<file path="src/sram_pkg.sv">
package sram_pkg;

    // Bus geometry shared by both ports
    localparam int ADDR_W = 32;
    localparam int DATA_W = 32;
    localparam int BE_W   = DATA_W / 8;  // One enable per byte lane

    // Byte address bits below the word index
    localparam int WORD_OFS = $clog2(BE_W);

    // Bus byte address
    typedef logic [ADDR_W-1:0] addr_t;

    // One data word as seen on either port
    typedef logic [DATA_W-1:0] data_t;

    // Byte enables of the data port
    typedef logic [BE_W-1:0] be_t;

endpackage

</file>
<file path="src/sram_req_decode.sv">
module sram_req_decode
    import sram_pkg::*;
#(
    parameter addr_t   BASE_ADDR   = 32'h8000_0000,
    parameter int      NUM_BLOCKS  = 4,
    parameter int      BLOCK_WORDS = 512,
    localparam int     IDX_W       = $clog2(BLOCK_WORDS)
)
(
    input  logic                  d_req_i,
    input  logic                  d_we_i,
    input  addr_t                 d_addr_i,
    input  logic                  i_req_i,
    input  addr_t                 i_addr_i,
    output logic                  d_gnt_o,
    output logic                  i_gnt_o,
    output logic                  illegal_o,
    output logic [NUM_BLOCKS-1:0] d_cs_o,
    output logic [NUM_BLOCKS-1:0] i_cs_o,
    output logic [IDX_W-1:0]      d_widx_o,
    output logic [IDX_W-1:0]      i_widx_o,
    output logic                  d_wen_o
);

    localparam int BLK_W   = (NUM_BLOCKS > 1) ? $clog2(NUM_BLOCKS) : 1;
    localparam int BLK_LSB = WORD_OFS + IDX_W;  // First address bit of the block number

    // Window end is exclusive, kept in 33 bits so a window at the top of memory fits
    localparam logic [32:0] WIN_BYTES = 33'(NUM_BLOCKS) * 33'(BLOCK_WORDS) * 33'(1 << WORD_OFS);
    localparam logic [32:0] WIN_END   = {1'b0, BASE_ADDR} + WIN_BYTES;

    // Block bits are taken straight from the address, so the base must sit on
    // a boundary of the whole block-number range
    localparam logic [32:0] ALIGN_BYTES = 33'(1) << (BLK_LSB + BLK_W);
    localparam bit          WIN_ALIGNED = (({1'b0, BASE_ADDR} % ALIGN_BYTES) == 33'd0);

    logic             d_legal;
    logic             i_legal;
    logic [BLK_W-1:0] d_blk;
    logic [BLK_W-1:0] i_blk;

    function automatic logic in_window(input addr_t addr);
        return WIN_ALIGNED
            && ({1'b0, addr} >= {1'b0, BASE_ADDR})
            && ({1'b0, addr} < WIN_END);
    endfunction

    // No back-pressure
    assign d_gnt_o = d_req_i;
    assign i_gnt_o = i_req_i;

    assign d_legal = d_req_i && in_window(d_addr_i);
    assign i_legal = i_req_i && in_window(i_addr_i);

    assign illegal_o = (d_req_i && !d_legal) || (i_req_i && !i_legal);

    assign d_blk    = d_addr_i[BLK_LSB +: BLK_W];
    assign i_blk    = i_addr_i[BLK_LSB +: BLK_W];
    assign d_widx_o = d_addr_i[WORD_OFS +: IDX_W];
    assign i_widx_o = i_addr_i[WORD_OFS +: IDX_W];
    assign d_wen_o  = d_legal && d_we_i;  // Illegal writes never reach a block

    // One-hot selects, all zero when idle or illegal
    always_comb
    begin
        d_cs_o = '0;
        i_cs_o = '0;
        for (int i = 0; i < NUM_BLOCKS; i++)
        begin
            if (d_legal && d_blk == BLK_W'(i)) d_cs_o[i] = 1'b1;
            if (i_legal && i_blk == BLK_W'(i)) i_cs_o[i] = 1'b1;
        end
    end

endmodule

</file>
<file path="config.mk">
export PLATFORM = sky130hd
export DESIGN_NAME = sram_req_decode
export DESIGN_NICKNAME = d
export VERILOG_FILES = /design/src/sram_pkg.sv /design/src/sram_req_decode.sv
export SDC_FILE = /design/constraint.sdc
export NUM_CORES = 1
export LEC_CHECK = 0
export ABC_AREA = 1
export BUFFER_PORTS_ARGS = -buffer_cell sky130_fd_sc_hd__buf_2
export CAP_MARGIN = 20
export CORE_UTILIZATION = 24
export DETAILED_ROUTE_END_ITERATION = 10
export PLACE_DENSITY_LB_ADDON = 0.25
export SLEW_MARGIN = 15
export SYNTH_ARGS = -nofsm -noshare
export SYNTH_HDL_FRONTEND = slang
export SYNTH_SLANG_ARGS = --single-unit
</file>
<file path="constraint.sdc">
create_clock -name vclk -period 3.84
set_input_delay 1.152 -clock vclk [all_inputs]
set_output_delay 1.152 -clock vclk [all_outputs]
set_load 0.01 [all_outputs]
</file>
== Yosys cells after proc, flatten, opt, wreduce, memory -nomap -nowiden ==
Cells that the tools add are included.
Word-level totals
  register bits after elaboration: 0
  output and inout port bits: 30
Cells by class
  $lt $le $gt $ge: 4
  equal/unequal tests: 6
  multiplexer cells: 8
  reductions and logical operators: 20
Operator list (count)
  $ge 32x32->1 const B: 2
  $lt 32x32->1 const B: 2
  $logic_and 1x1->1: 15
  $eq 2x2->1 const B: 4
  $mux 1: 8
  $eq 2x1->1 const B: 2
  $logic_not 2->1: 2
  $logic_not 1->1: 2
  $logic_or 1x1->1: 1

== Logic depth before layout (Yosys ltp) ==
  depth after elaboration: 6
  mapped depth: 7
  mapped depth without buffers: 7

== Worst setup path after synthesis ==
No wires, ideal clock.
  path type: in2out
  start point: input port d_addr_i[20]
  end point: output port d_cs_o[0]
  data arrival time: 1797 ps
  setup slack: 891 ps
  stages: 7
  buffers on the path: 0
  cells stage by stage: nor2_1 -> nand2_1 -> nor2_1 -> nand2_1 -> nor2_2 -> nand3_1 -> nor2_1
Between the ends
  word-level cells in the longest chain between the ends: 5
Ends and longest elaborated chain
  start: declaration: line sram_req_decode.sv:12  | input addr_t d_addr_i,
  $ge 32x32->1 / $lt 32x32->1 (equally long branches): line sram_req_decode.sv:44, sram_req_decode.sv:45
  $logic_and 1x1->1 *: line sram_req_decode.sv:45  | && ({1'b0, addr} < WIN_END);
  $logic_and 1x1->1 *: line sram_req_decode.sv:52  | assign d_legal = d_req_i && in_window(d_addr_i);
  $logic_and 1x1->1 *: line sram_req_decode.sv:70  | if (d_legal && d_blk == BLK_W'(i)) d_cs_o[i] = 1'b1;
  $mux 1 *: line sram_req_decode.sv:70
  end: declaration: line sram_req_decode.sv:18  | output logic [NUM_BLOCKS-1:0] d_cs_o,
Every way passes the cells marked *; elsewhere a longest branch is shown, timed or not.

== Worst setup path in the final report ==
  start point: input port d_addr_i[20]
  end point: output port d_cs_o[3]
The elaborated chain is that of the path after synthesis.

==> summary.md <==
| Metric | Value |
|---|---|
| Status | finished clean |
| Ranking of synthesized cells by instance count | sky130_fd_sc_hd__nor2_1, sky130_fd_sc_hd__buf_4, sky130_fd_sc_hd__inv_1, sky130_fd_sc_hd__nand2_1, sky130_fd_sc_hd__nand3_1 |
| Worst endpoint required time | 2.69 ns |
| Time the worst path needs with I/O delays and setup | 3.15 ns |
| Number of buffers added for setup after CTS | 0 |
| Post-route met1 wirelength | 316 um |
| Largest cells by area after synthesis | sky130_fd_sc_hd__buf_4, sky130_fd_sc_hd__nor2_1, sky130_fd_sc_hd__inv_1 |
| Worst setup path category | primary input to output port |
| Total non-filler cell area in the finished layout | 533 um2 |
| Std-Cell Core Area | 1380 um2 |
| Global-route wire length before repair | 1630 um |
| Cell count after synthesis | 75 |
| Vias in the first global route | 478 |
| Detailed-route DRC error count | 0 |
| Sequential share of power | 0% |
| Proportion of power drawn by combinational gates | 100.0% |
| Total Routed Length | 1020 um |
| Synth Warn # | 0 |
| Effective utilization at floorplan | 27.4% |
| Proportion of layout cells with a drive suffix above 1 | 53.6% |
| Achievable frequency | 0.317 GHz |
| Antenna Diode Count | 0 |
| P_int | 0.0204 mW |
| RSZ-0062 raised after global routing | false |
| Pin count of the biggest net entering global routing | 6 |
| Via total after detailed routing | 535 |
| Synthesized Nets | 142 |
| Worst Hold Class | primary input to output port |
| P per Cell Area | 62.8 nW/um2 |
| Length of routed met2 wiring | 494 um |
| Highest routing layer actually used | met4 |
| Finished Core Util | 38.6% |
| Clock buf count | 0 |
| Count of final setup violators | 0 |
| Number of nets still failing antenna checks after routing | 0 |
| Max_cap viols | 0 |
| HPWL after detailed placement | 972 um |
| Hold violation total from the final report | 0 |
| Post-Syn Area per Cell | 5.05 um2 |
| Post-CTS sizing | 0 |
| Number of top-level pins | 97 |
| Total standard cell area after synthesis | 379 um2 |
| Smallest hold slack | 2.30 ns |
| Distinct cell type count after synthesis | 10 |
| Hold Path Stages | 0 |
| Sequential standard cell area | 0 um2 |
| Reported leakage power | 0.353 nW |
| Summed negative setup slack over all endpoints | 0 ns |
| Worst ir drop on vdd | 0.0000253 V |
| Gr ovfl total | 0 |
| Overall power consumption | 0.0334 mW |
| Met3 Routed Length | 179 um |
| Y dimension of the die | 41.7 um |
| Kind of start point of the critical path | primary input |
| Detailed-route wire length per cell | 8.06 um |
| Source of the worst hold timing path | d_addr_i[6] |
| Tightest Pin Transition | 0.166 ns |
| Final cycle utilization of the critical path | 82.2% |
| Number of input and output port buffers inserted | 57 |
| Total of hold buffers inserted after clock tree synthesis | 0 |
| RePlAce Congestion | 0.597 |
| Worst setup EP type | output port |
| Area enclosed by the die boundary | 1740 um2 |
| Clock power frac | 0% |
| FF+latch count | 0 |
| Area growth from synthesis to layout | 40.6% |
| Arr. time, crit path | 2.00 ns |
| Initial antenna violation count | 0 |
| Destination of the worst hold path | d_widx_o[4] |
| Normalized max-slew margin | 88.8% |
| DP Area | 533 um2 |
| Number of vias per cell after detailed routing | 4.21 |
| Number of nets at the end of the flow | 181 |
| Horizontal die dimension | 41.7 um |
| Standard-cell row count | 13 |
| Power spent charging and discharging nets | 0.0130 mW |
| Cell taking the most area after synthesis | sky130_fd_sc_hd__buf_4 |
| Most used standard cell by instance count after synthesis | sky130_fd_sc_hd__nor2_1 |
| Fraction of post-synthesis cell area in the top cell type by area | 39.6% |
| Fraction of the yosys area taken by sequential cells | 0% |
| Final max-slew violation count | 0 |
| Number of iterations in the first detailed-routing pass | 4 |
| Global-route usage over all layers | 10.8% |
| Critical Path Fanout Max | 3 |
| DRC marker count from the first detailed-route iteration | 2 |
| Proportion of total power due to net switching | 39.0% |
worst max path at each step:
| stage | endpoint | startpoint | depth (start not counted) |
|---|---|---|---|
| 2_1_floorplan | d_cs_o[0] | d_addr_i[20] | 7 |
| 3_3_place_gp | d_cs_o[0] | d_addr_i[20] | 9 |
| 3_5_place_dp | d_cs_o[0] | d_addr_i[23] | 9 |
| 4_1_cts | d_cs_o[0] | d_addr_i[20] | 9 |
| 5_1_grt | d_cs_o[3] | d_addr_i[23] | 9 |
| 6_report | d_cs_o[3] | d_addr_i[20] | 9 |
power by group through the flow:
stage | sequential [mW] | clock (mW) | combinational [mW]
finish | 0 | 0 | 0.0334
global route | 0 | 0 | 0.0385
CTS | 0 | 0 | 0.0339
detailed placement | 0 | 0 | 0.0338
global placement | 0 | 0 | 0.0331
floorplan | 0 | 0 | 0.0291
metrics by stage:
step	setup WS (ns)	std cells
floorplan	0.891	75
global placement	0.683	127
detailed placement	0.663	127
global route	0.511	127
finish	0.685	127
CTS	0.664	127
area by class of cell:
cell class | instances | area [um2]
Multi-Input combinational cell | 47 | 199
Tap cell | 15 | 18.8
Fill cell | 162 | 850
Inverter | 8 | 30.0
Timing Repair Buffer | 57 | 285
cell families (layout without fill, tap and decap cells):
group                  Yosys count  count (layout)  synth area share [%]
buffers and inverters           28              65                  47.5
and+or+nand+nor                 45              45                  49.8
AOI/OAI and AO/OA                2               2                  2.64
layout by cell type (no fill, tap or decap):
cell type	Yosys	routed
sky130_fd_sc_hd__buf_2	0	57
sky130_fd_sc_hd__nor2_1	27	27
sky130_fd_sc_hd__nor2_2	2	2
sky130_fd_sc_hd__o21ai_0	2	2
sky130_fd_sc_hd__nand3_1	4	4
sky130_fd_sc_hd__inv_1	8	8
sky130_fd_sc_hd__nor3_1	1	1
sky130_fd_sc_hd__and3_2	1	1
sky130_fd_sc_hd__nand4_1	2	2
sky130_fd_sc_hd__nand2_1	8	8
worst max-delay path, stage by stage:
cell	delay [ns]
sky130_fd_sc_hd__buf_2	0.10
sky130_fd_sc_hd__nor2_1	0.09
sky130_fd_sc_hd__nand2_1	0.05
sky130_fd_sc_hd__nor2_1	0.10
sky130_fd_sc_hd__nand2_1	0.09
sky130_fd_sc_hd__nor2_2	0.11
sky130_fd_sc_hd__nand3_1	0.10
sky130_fd_sc_hd__nor2_1	0.09
sky130_fd_sc_hd__buf_2	0.13
per-layer routing:
metal  track usage, %  vias to the layer above
met4             3.23                        0
met1             9.23                      201
met5                0                        -
met2             24.4                       42
met3             1.30                        8
li1                 -                      284
Power figures use the tool's default switching activity.
