### src/sram_pkg.sv
package sram_pkg;

    // Bus geometry shared by both ports
    localparam int ADDR_W = 32;
    localparam int DATA_W = 32;
    localparam int BE_W   = DATA_W / 8;  // One enable per byte lane

    // Byte address bits below the word index
    localparam int WORD_OFS = $clog2(BE_W);

    // Bus byte address
    typedef logic [ADDR_W-1:0] addr_t;

    // One data word as seen on either port
    typedef logic [DATA_W-1:0] data_t;

    // Byte enables of the data port
    typedef logic [BE_W-1:0] be_t;

endpackage

### src/sram_resp_mux.sv
module sram_resp_mux
    import sram_pkg::*;
#(
    parameter int NUM_BLOCKS = 4
)
(
    input  logic                  clk_i,
    input  logic                  rst_n_i,

    input  logic                  d_req_i,
    input  logic                  i_req_i,
    input  logic [NUM_BLOCKS-1:0] d_cs_i,
    input  logic [NUM_BLOCKS-1:0] i_cs_i,
    input  data_t                 d_blk_rdata_i [NUM_BLOCKS],
    input  data_t                 i_blk_rdata_i [NUM_BLOCKS],

    output logic                  d_rvalid_o,
    output data_t                 d_rdata_o,
    output logic                  i_rvalid_o,
    output data_t                 i_rdata_o
);

    // Selects of the request cycle
    logic [NUM_BLOCKS-1:0] d_cs_q;
    logic [NUM_BLOCKS-1:0] i_cs_q;

    always_ff @(posedge clk_i or negedge rst_n_i)
    begin
        if (!rst_n_i)
        begin
            d_cs_q     <= '0;
            i_cs_q     <= '0;
            d_rvalid_o <= 1'b0;
            i_rvalid_o <= 1'b0;
        end
        else
        begin
            d_cs_q     <= d_cs_i;
            i_cs_q     <= i_cs_i;
            d_rvalid_o <= d_req_i;  // Every granted request answers, legal or not
            i_rvalid_o <= i_req_i;
        end
    end

    // Steer block data back, zero when nothing was selected
    always_comb
    begin
        d_rdata_o = '0;
        i_rdata_o = '0;
        for (int i = 0; i < NUM_BLOCKS; i++)
        begin
            if (d_cs_q[i]) d_rdata_o = d_blk_rdata_i[i];
            if (i_cs_q[i]) i_rdata_o = i_blk_rdata_i[i];
        end
    end

endmodule

### config.mk
export PLATFORM = sky130hd
export DESIGN_NAME = sram_resp_mux
export DESIGN_NICKNAME = d
export VERILOG_FILES = /design/src/sram_pkg.sv /design/src/sram_resp_mux.sv
export SDC_FILE = /design/constraint.sdc
export NUM_CORES = 1
export LEC_CHECK = 0
export BUFFER_PORTS_ARGS = -buffer_cell sky130_fd_sc_hd__buf_4
export CAP_MARGIN = 10
export CORE_AREA = 2 2 129 131
export CTS_BUF_LIST = sky130_fd_sc_hd__clkbuf_8
export CTS_CLUSTER_DIAMETER = 80
export DETAILED_ROUTE_END_ITERATION = 10
export DIE_AREA = 0 0 131 133
export GPL_TIMING_DRIVEN = 0
export PLACE_DENSITY = 0.54
export SLEW_MARGIN = 20
export SYNTH_ARGS = -nofsm -noshare
export SYNTH_HDL_FRONTEND = slang
export SYNTH_SLANG_ARGS = --single-unit
export TNS_END_PERCENT = 100
### constraint.sdc
create_clock -name clk_i -period 2 [get_ports clk_i]
set_clock_uncertainty 0.2 [all_clocks]
set_input_delay 0.1 -clock clk_i [delete_from_list [all_inputs] [get_ports clk_i]]
set_output_delay 0.1 -clock clk_i [all_outputs]
set_load 0.02 [all_outputs]
Word-level counts from Yosys, hierarchy flattened
Index checks and enable logic that the tools add are counted.
{"block": "word_totals", "reg_bits": 10, "latchBits": 0, "ram_bits": 0, "rom_bits": 0, "inputBits": 268, "output_inout_bits": 66, "wordCells": 12, "n_memories": 0}
{"block": "classes", "n_addsub": 0, "mul": 0, "div_mod_pow": 0, "n_lt_le_gt_ge": 0, "n_eq_ne": 0, "shift": 0, "mux": 8, "bitwise_logic": 0, "reduce_logical": 0}
{"op": "$mux W32", "count": 8}

Longest topological paths before layout
Gate-level depths: netlist of the first run.
{"block": "depth", "ltp_word": 4, "depth_mapped": 6, "ltp_nobuf": 3}

Worst setup path before layout of the first run
No wires, ideal clock.
{"block": "synth_path", "path_type": "register -> output", "start": "register i_cs_q[1]", "end": "output port i_rdata_o[10]", "arrival_ns": 1.215, "required_time_ns": 1.700, "path_slack_ns": 0.485, "path_stages_with_launch": 6, "n_path_buf": 2, "cell_sequence": "dfrtp_1 > buf_2 > nor2b_4 > buf_6 > a22oi_1 > a21oi_1"}
{"block": "synth_between", "elab_chain_cells": 3}
{"element": "start: declaration", "line_no": "sram_resp_mux.sv:25", "text": "logic [NUM_BLOCKS-1:0] i_cs_q;"}
{"element": "start signal: assignment", "line_no": "sram_resp_mux.sv:39", "text": "i_cs_q <= i_cs_i;"}
{"element": "$mux W32 (3 in series)", "line_no": "sram_resp_mux.sv:53", "text": "if (i_cs_q[i]) i_rdata_o = i_blk_rdata_i[i];"}
{"element": "end: declaration", "line_no": "sram_resp_mux.sv:20", "text": "output data_t i_rdata_o"}
Every way passes these cells.

Final worst setup path of the first run
{"block": "layout_path", "start": "register d_cs_q[3]", "end": "output port d_rdata_o[10]"}
{"block": "layout_between", "elab_chain_cells": 1}
{"element": "start: declaration", "line_no": "sram_resp_mux.sv:24", "text": "logic [NUM_BLOCKS-1:0] d_cs_q;"}
{"element": "start signal: assignment", "line_no": "sram_resp_mux.sv:38", "text": "d_cs_q <= d_cs_i;"}
{"element": "$mux W32", "line_no": "sram_resp_mux.sv:52", "text": "if (d_cs_q[i]) d_rdata_o = d_blk_rdata_i[i];"}
{"element": "end: declaration", "line_no": "sram_resp_mux.sv:18", "text": "output data_t d_rdata_o,"}
Every way passes these cells.

==> results of run 1 <==
-- what timing repair did --
action,in CTS,in global routing
endpoints found under the hold margin,20,0
hold buffers,11,0
setup endpoints to repair,31,28
resized for setup,2,20
-- cell usage in the layout (no fill, tap or decap), types with 2 or more instances in the layout --
| cell | synthesis | routed |
|---|---|---|
| buf_4 | 0 | 334 |
| o22ai_1 | 62 | 55 |
| a21oi_2 | 30 | 32 |
| a22oi_1 | 32 | 32 |
| a22oi_2 | 31 | 31 |
| a21oi_1 | 32 | 30 |
| buf_2 | 22 | 12 |
| dlygate4sd3_1 | 0 | 11 |
| dfrtp_1 | 10 | 10 |
| clkbuf_4 | 0 | 9 |
| clkbuf_8 | 3 | 7 |
| o22ai_2 | 0 | 7 |
| buf_6 | 5 | 5 |
| inv_1 | 3 | 3 |
| buf_12 | 3 | 3 |
| nor2_2 | 0 | 2 |
| nor2b_4 | 2 | 2 |
-- layout make-up --
type	instances	area, um2
plain buffers	33	292.8
clock buffers	4	55.05
fillers	1741	11080
inverters	3	11.26
multi-input cells	200	1599
flip-flops and latches	10	250.2
well taps	220	275.3
repair buffers	344	2610
-- metrics by stage --
stage          cells  power, mW  hold slack, ns  worst slack, ns
2_1_floorplan    246     0.7696         -0.3956           0.4850
3_3_place_gp     799      1.487         -0.2591           0.1006
3_5_place_dp     799      1.502         -0.2581           0.1027
4_1_cts          814      1.782         0.03395         -0.01855
5_1_grt          814      1.887         0.05923        -0.007599
6_report         814      1.777         0.03401           0.1036
-- state kept, by name, indices dropped and copies added (netlist names) --
| name | cells |
|---|---|
| d_cs_q | 4 |
| i_cs_q | 4 |
| d_rvalid_o | 1 |
| i_rvalid_o | 1 |
-- cells by family after synthesis --
logic type | after synthesis | synth area share (%)
flops | 10 | 12.08
compound gates | 190 | 70.71
buf+inv | 36 | 13.47
simple gates | 10 | 3.745
-- metal layers --
layer	routed length [um]	part of all wire, %	up-vias	global-route usage (%)
li1	-	-	1727	-
met1	4946	36	1657	14.87
met2	7351	54	212	28.27
met3	1186	8.7	8	1.981
met4	115	0.85	0	1.950
met5	0	0	-	0
-- path summary, 6_finish.rpt --
kind / from / end / slack [ns]
max: d_cs_q[3]$_DFF_PN0_ / d_rdata_o[10] / 0.10
min: rst_n_i / d_cs_q[2]$_DFF_PN0_ / 0.03
max in group asynchronous: rst_n_i / i_cs_q[0]$_DFF_PN0_ / 1.42
min in group clk_i: d_cs_i[0] / d_cs_q[0]$_DFF_PN0_ / 0.31
-- power by group --
| part | switching, mW | total [mW] | internal [mW] |
|---|---|---|---|
| registers | 0.00692 | 0.220 | 0.213 |
| clock network | 0.0776 | 0.250 | 0.173 |
| logic | 0.597 | 1.31 | 0.710 |
==> impl_metrics.json, run 1 <==
{
  "drcViolationCount": 0,
  "max_stage_delay_ns": 0.44,
  "routabilityCongestion": 0.8119,
  "yosys.area.top_type_share_pct": 18.72,
  "cp.required_ns": 1.70,
  "first_pass_iters": 4,
  "htreeDepth": 1,
  "cts-root-buf": "clkbuf_8",
  "yosysTopAreaCell": "a22oi_2",
  "clkSinkCount": 10,
  "syn_inst": 246,
  "path_max_fanout": 10,
  "num_rows": 47,
  "tns_ns": 0,
  "cp.arrival_ns": 1.60,
  "first_iter_violations": 122,
  "yosys-top-cells-area": "a22oi_2 19%, o22ai_1 19%, a21oi_2 13%",
  "dpl-instance-area_um2": 4847,
  "ioPinCount": 334,
  "path_depth": 5,
  "antenna_found_initial": 0,
  "synth_fp_nets": 514,
  "dp.final_hpwl_um": 11870,
  "clk_path_buf_depth": 2,
  "numCtsBuffers": 3,
  "totalWireLength_um": 13600,
  "syn_to_final_growth_pct": 145.8,
  "pwr_density_cell_nw_per_um2": 348.9,
  "worstSetupEndpointType": "output port",
  "utilization_pct": 31.50,
  "wl_per_cell_um": 16.71,
  "finalCritPeriodShare_pct": 94.82,
  "path_buf_inv": 2,
  "viasPerCell": 4.428,
  "crit_chain": "nand2b_2 -> clkbuf_4 -> o22ai_1 -> a21oi_2 -> buf_4",
  "cts_tree": "yes",
  "post_cts_buffers": 0,
  "synth_seq_cells": 10,
  "cp_slowest_cell": "dfrtp_1",
  "synth.avg_cell_area_um2": 8.423,
  "synth.yosys.seq_area_share_pct": 12.08,
  "outcome": "finished clean",
  "die_h_um": 133,
  "syn-cell-area_um2": 2072,
  "yosys_most_used_dff": "dfrtp_1",
  "cp_top_family": "flip-flops",
  "yosysMostFrequentCell": "o22ai_1",
  "tightest_slew_ns": 0.3605,
  "start_util_pct": 12.81,
  "cp-start-kind": "flop",
  "slew_viol_final": 0,
  "final_hold_viol_count": 0,
  "die_area_um2": 17420,
  "layout_min_cycle_time_ns": 1.896,
  "cts.clk_slew.worst_paths_ns": 0.05,
  "layout.nets": 863,
  "hold_class": "primary input to asynchronous set/reset pin",
  "ir_drop_v": 0.0001282,
  "criticalPathCategory": "flop to output port",
  "drive_above_1_share_pct": 75.25,
  "drv_cap": 0,
  "grt_pass1_vias": 3771,
  "ys_async_sr_fraction_pct": 100.0,
  "ys_warn_count": 0,
  "synth_edf_count": 0,
  "p_leak_nw": 2.352,
  "design_area_um2": 5094,
  "setup_viol": 0,
  "relSlewSlack_pct": 75.94,
  "ant_nets": 0,
  "grt_pass1_wl_um": 19140,
  "clock.fmax_ghz": 0.5273,
  "grt_usage_pct": 13.86,
  "netlist_top_cells_count": "62 x o22ai_1, 32 x a21oi_1, 32 x a22oi_1",
  "antenna_cells": 0,
  "yosysUniqueCellTypes": 22,
  "core-area_um2": 16170,
  "grt_overflow": 0,
  "dr_total_vias": 3604,
  "port_buffers": 333,
  "die_w_um": 131,
  "grt_start_max_net_pins": 11
}
(Power assumes the default switching activity.)
==> run 2: changes to the inputs <==
--- a/config.mk
+++ b/config.mk
@@ -9,3 +9,3 @@
 export CAP_MARGIN = 10
-export CORE_AREA = 2 2 129 131
+export CORE_AREA = 2 2 131 133
 export CTS_BUF_LIST = sky130_fd_sc_hd__clkbuf_8
@@ -13,5 +13,5 @@
 export DETAILED_ROUTE_END_ITERATION = 10
-export DIE_AREA = 0 0 131 133
+export DIE_AREA = 0 0 133 135
 export GPL_TIMING_DRIVEN = 0
-export PLACE_DENSITY = 0.54
+export PLACE_DENSITY = 0.53
 export SLEW_MARGIN = 20
==> constraint.sdc (replaced) <==
create_clock -name clk_i -period 2.1 [get_ports clk_i]
set_clock_uncertainty 0.2 [all_clocks]
set_input_delay 0.21 -clock clk_i [delete_from_list [all_inputs] [get_ports clk_i]]
set_output_delay 0.21 -clock clk_i [all_outputs]
set_load 0.02 [all_outputs]
==> run 2 against run 1 <==
Via count shrank 0.89%; non-clock buffer count unchanged; design area shrank 0.69%; core utilization decreased by 0.67 points; critical path depth up 1; combinational power shrank 5%; worst setup slack better by 0.0084 ns; global-route usage up 0.46 points; power is 5.5% lower; critical endpoint is now i_rdata_o[11]; sequential share of layout area up 0.059 points; sequential power down 4%.
==> impl_metrics.json, run 2 (synthesized netlist as in run 1, its figures left out) <==
{
  "wl_per_cell_um": 17.45,
  "p_clk_share_pct": 13.9,
  "cp-start-kind": "flop",
  "ioPinCount": 334,
  "post_cts_buffers": 0,
  "first_iter_violations": 130,
  "intPower_mw": 1.039,
  "clk_path_buf_depth": 2,
  "drcViolationCount": 0,
  "slew_viol_final": 0,
  "clock.fmax_ghz": 0.5030,
  "grt_overflow": 0,
  "core-area_um2": 16410,
  "criticalPathCategory": "flop to output port",
  "die_w_um": 133,
  "dr_total_vias": 3572,
  "port_buffers": 333,
  "top_regs": "d_cs_q x4, i_cs_q x4",
  "totalWireLength_um": 14210,
  "relSlewSlack_pct": 77.02,
  "comb_power_share_pct": 73.5,
  "dp.final_hpwl_um": 12420,
  "path_max_fanout": 10,
  "p_sw_share_pct": 38.14,
  "viasPerCell": 4.388,
  "power.net_switching_uw": 640.7,
  "antenna_found_initial": 0,
  "tns_ns": 0,
  "ant_nets": 0,
  "cts.clk_slew.worst_paths_ns": 0.05,
  "setup_ws_ns": 0.1120,
  "htreeDepth": 1,
  "setup_viol": 0,
  "die_h_um": 135,
  "first_pass_iters": 4,
  "cp_slowest_cell": "dfrtp_1",
  "grt_pass1_wl_um": 20550,
  "numCtsBuffers": 3,
  "pwr_density_cell_nw_per_um2": 332.0,
  "grt_pass1_vias": 3756,
  "cp.arrival_ns": 1.58,
  "layout_min_cycle_time_ns": 1.988,
  "routabilityCongestion": 0.8420,
  "grt_usage_pct": 14.31,
  "layout.nets": 863,
  "p_leak_nw": 2.340,
  "path_buf_inv": 3,
  "layout_commonest_cell": "buf_4",
  "cp_top_family": "buffers and inverters",
  "finalCritPeriodShare_pct": 94.67,
  "grt_start_max_net_pins": 11,
  "drive_above_1_share_pct": 74.58,
  "drv_cap": 0,
  "max_stage_delay_ns": 0.37,
  "cts_tree": "yes",
  "syn_to_final_growth_pct": 144.1,
  "worstSetupEndpointType": "output port",
  "start_util_pct": 12.63,
  "layout_common_cells": "335 x buf_4, 60 x o22ai_1, 32 x a21oi_2, 32 x a22oi_1, 31 x a22oi_2",
  "grt_setup_unrepaired": "false",
  "clkSinkCount": 10,
  "crit_chain": "buf_2 -> nor2b_4 -> buf_6 -> a22oi_1 -> a21oi_2 -> buf_4",
  "pwr-share-seq_pct": 12.6,
  "tightest_slew_ns": 0.3435,
  "cp.required_ns": 1.69,
  "pre_cts_ws_ns": 0.01195,
  "outcome": "finished clean",
  "path_depth": 6,
  "ir_drop_v": 0.0001875,
  "num_rows": 47,
  "die_area_um2": 17960,
  "antenna_cells": 0,
  "hold_class": "primary input to asynchronous set/reset pin",
  "cts-root-buf": "clkbuf_8",
  "fillers": 1758,
  "final_hold_viol_count": 0
}
## run 2: through the flow
stage	utilization, %	hold slack (ns)	total power, mW	std cells	cell area (um2)
after detailed placement	29.54	-0.1570	1.433	799	4847
after global placement	29.54	-0.1623	1.420	799	4847
after global routing	30.83	0.1650	1.781	814	5059
final	30.83	0.1377	1.680	814	5059
after floorplan	-	-0.2856	0.7329	246	2072
after CTS	30.65	0.1417	1.695	814	5029
## run 2: how the worst max path moves through the flow
stage                              from       endpoint  slack [ns]
floorplan           i_cs_q[1]$_DFF_PN0_  i_rdata_o[10]        0.47
finish              i_cs_q[1]$_DFF_PN0_  i_rdata_o[11]        0.11
CTS                 i_cs_q[1]$_DFF_PN0_  i_rdata_o[26]        0.02
global placement    d_cs_q[3]$_DFF_PN0_   d_rdata_o[8]        0.04
detailed placement  d_cs_q[3]$_DFF_PN0_   d_rdata_o[9]        0.01
global route        i_cs_q[1]$_DFF_PN0_   i_rdata_o[6]       0.004
## run 2: power by group through the flow
stage	Clock, mW	Sequential, mW	Combinational (mW)
floorplan	0	0.213	0.520
global placement	0	0.214	1.21
detailed placement	0	0.213	1.22
CTS	0.240	0.212	1.24
global route	0.255	0.213	1.31
finish	0.233	0.212	1.24
## run 2: per-layer routing
metal / routed length, um / global-route usage, % / vias up / share of wire, %
met2: 7651 / 28.61 / 221 / 54
met4: 186 / 2.270 / 0 / 1.3
met5: 0 / 0 / - / 0
met1: 5065 / 15.05 / 1616 / 36
met3: 1304 / 3.941 / 10 / 9.2
li1: - / - / 1725 / -
## run 2: repair_timing
action	4_1_cts	5_1_grt
endpoints found under the setup margin	31	21
endpoints found under the hold margin	20	0
hold buffers	11	0
pin swaps	0	3
resized for setup	5	9
## run 2: final cells by class
| type | count | area, um2 | area share, % |
|---|---|---|---|
| plain buffers | 33 | 282.8 | 5.590 |
| clock buffers | 4 | 55.05 | 1.088 |
| inverters | 3 | 11.26 | 0.2226 |
| multi-input cells | 200 | 1573 | 31.09 |
| flip-flops and latches | 10 | 251.5 | 4.972 |
| well taps | 220 | 275.3 | 5.442 |
| repair buffers | 344 | 2610 | 51.60 |
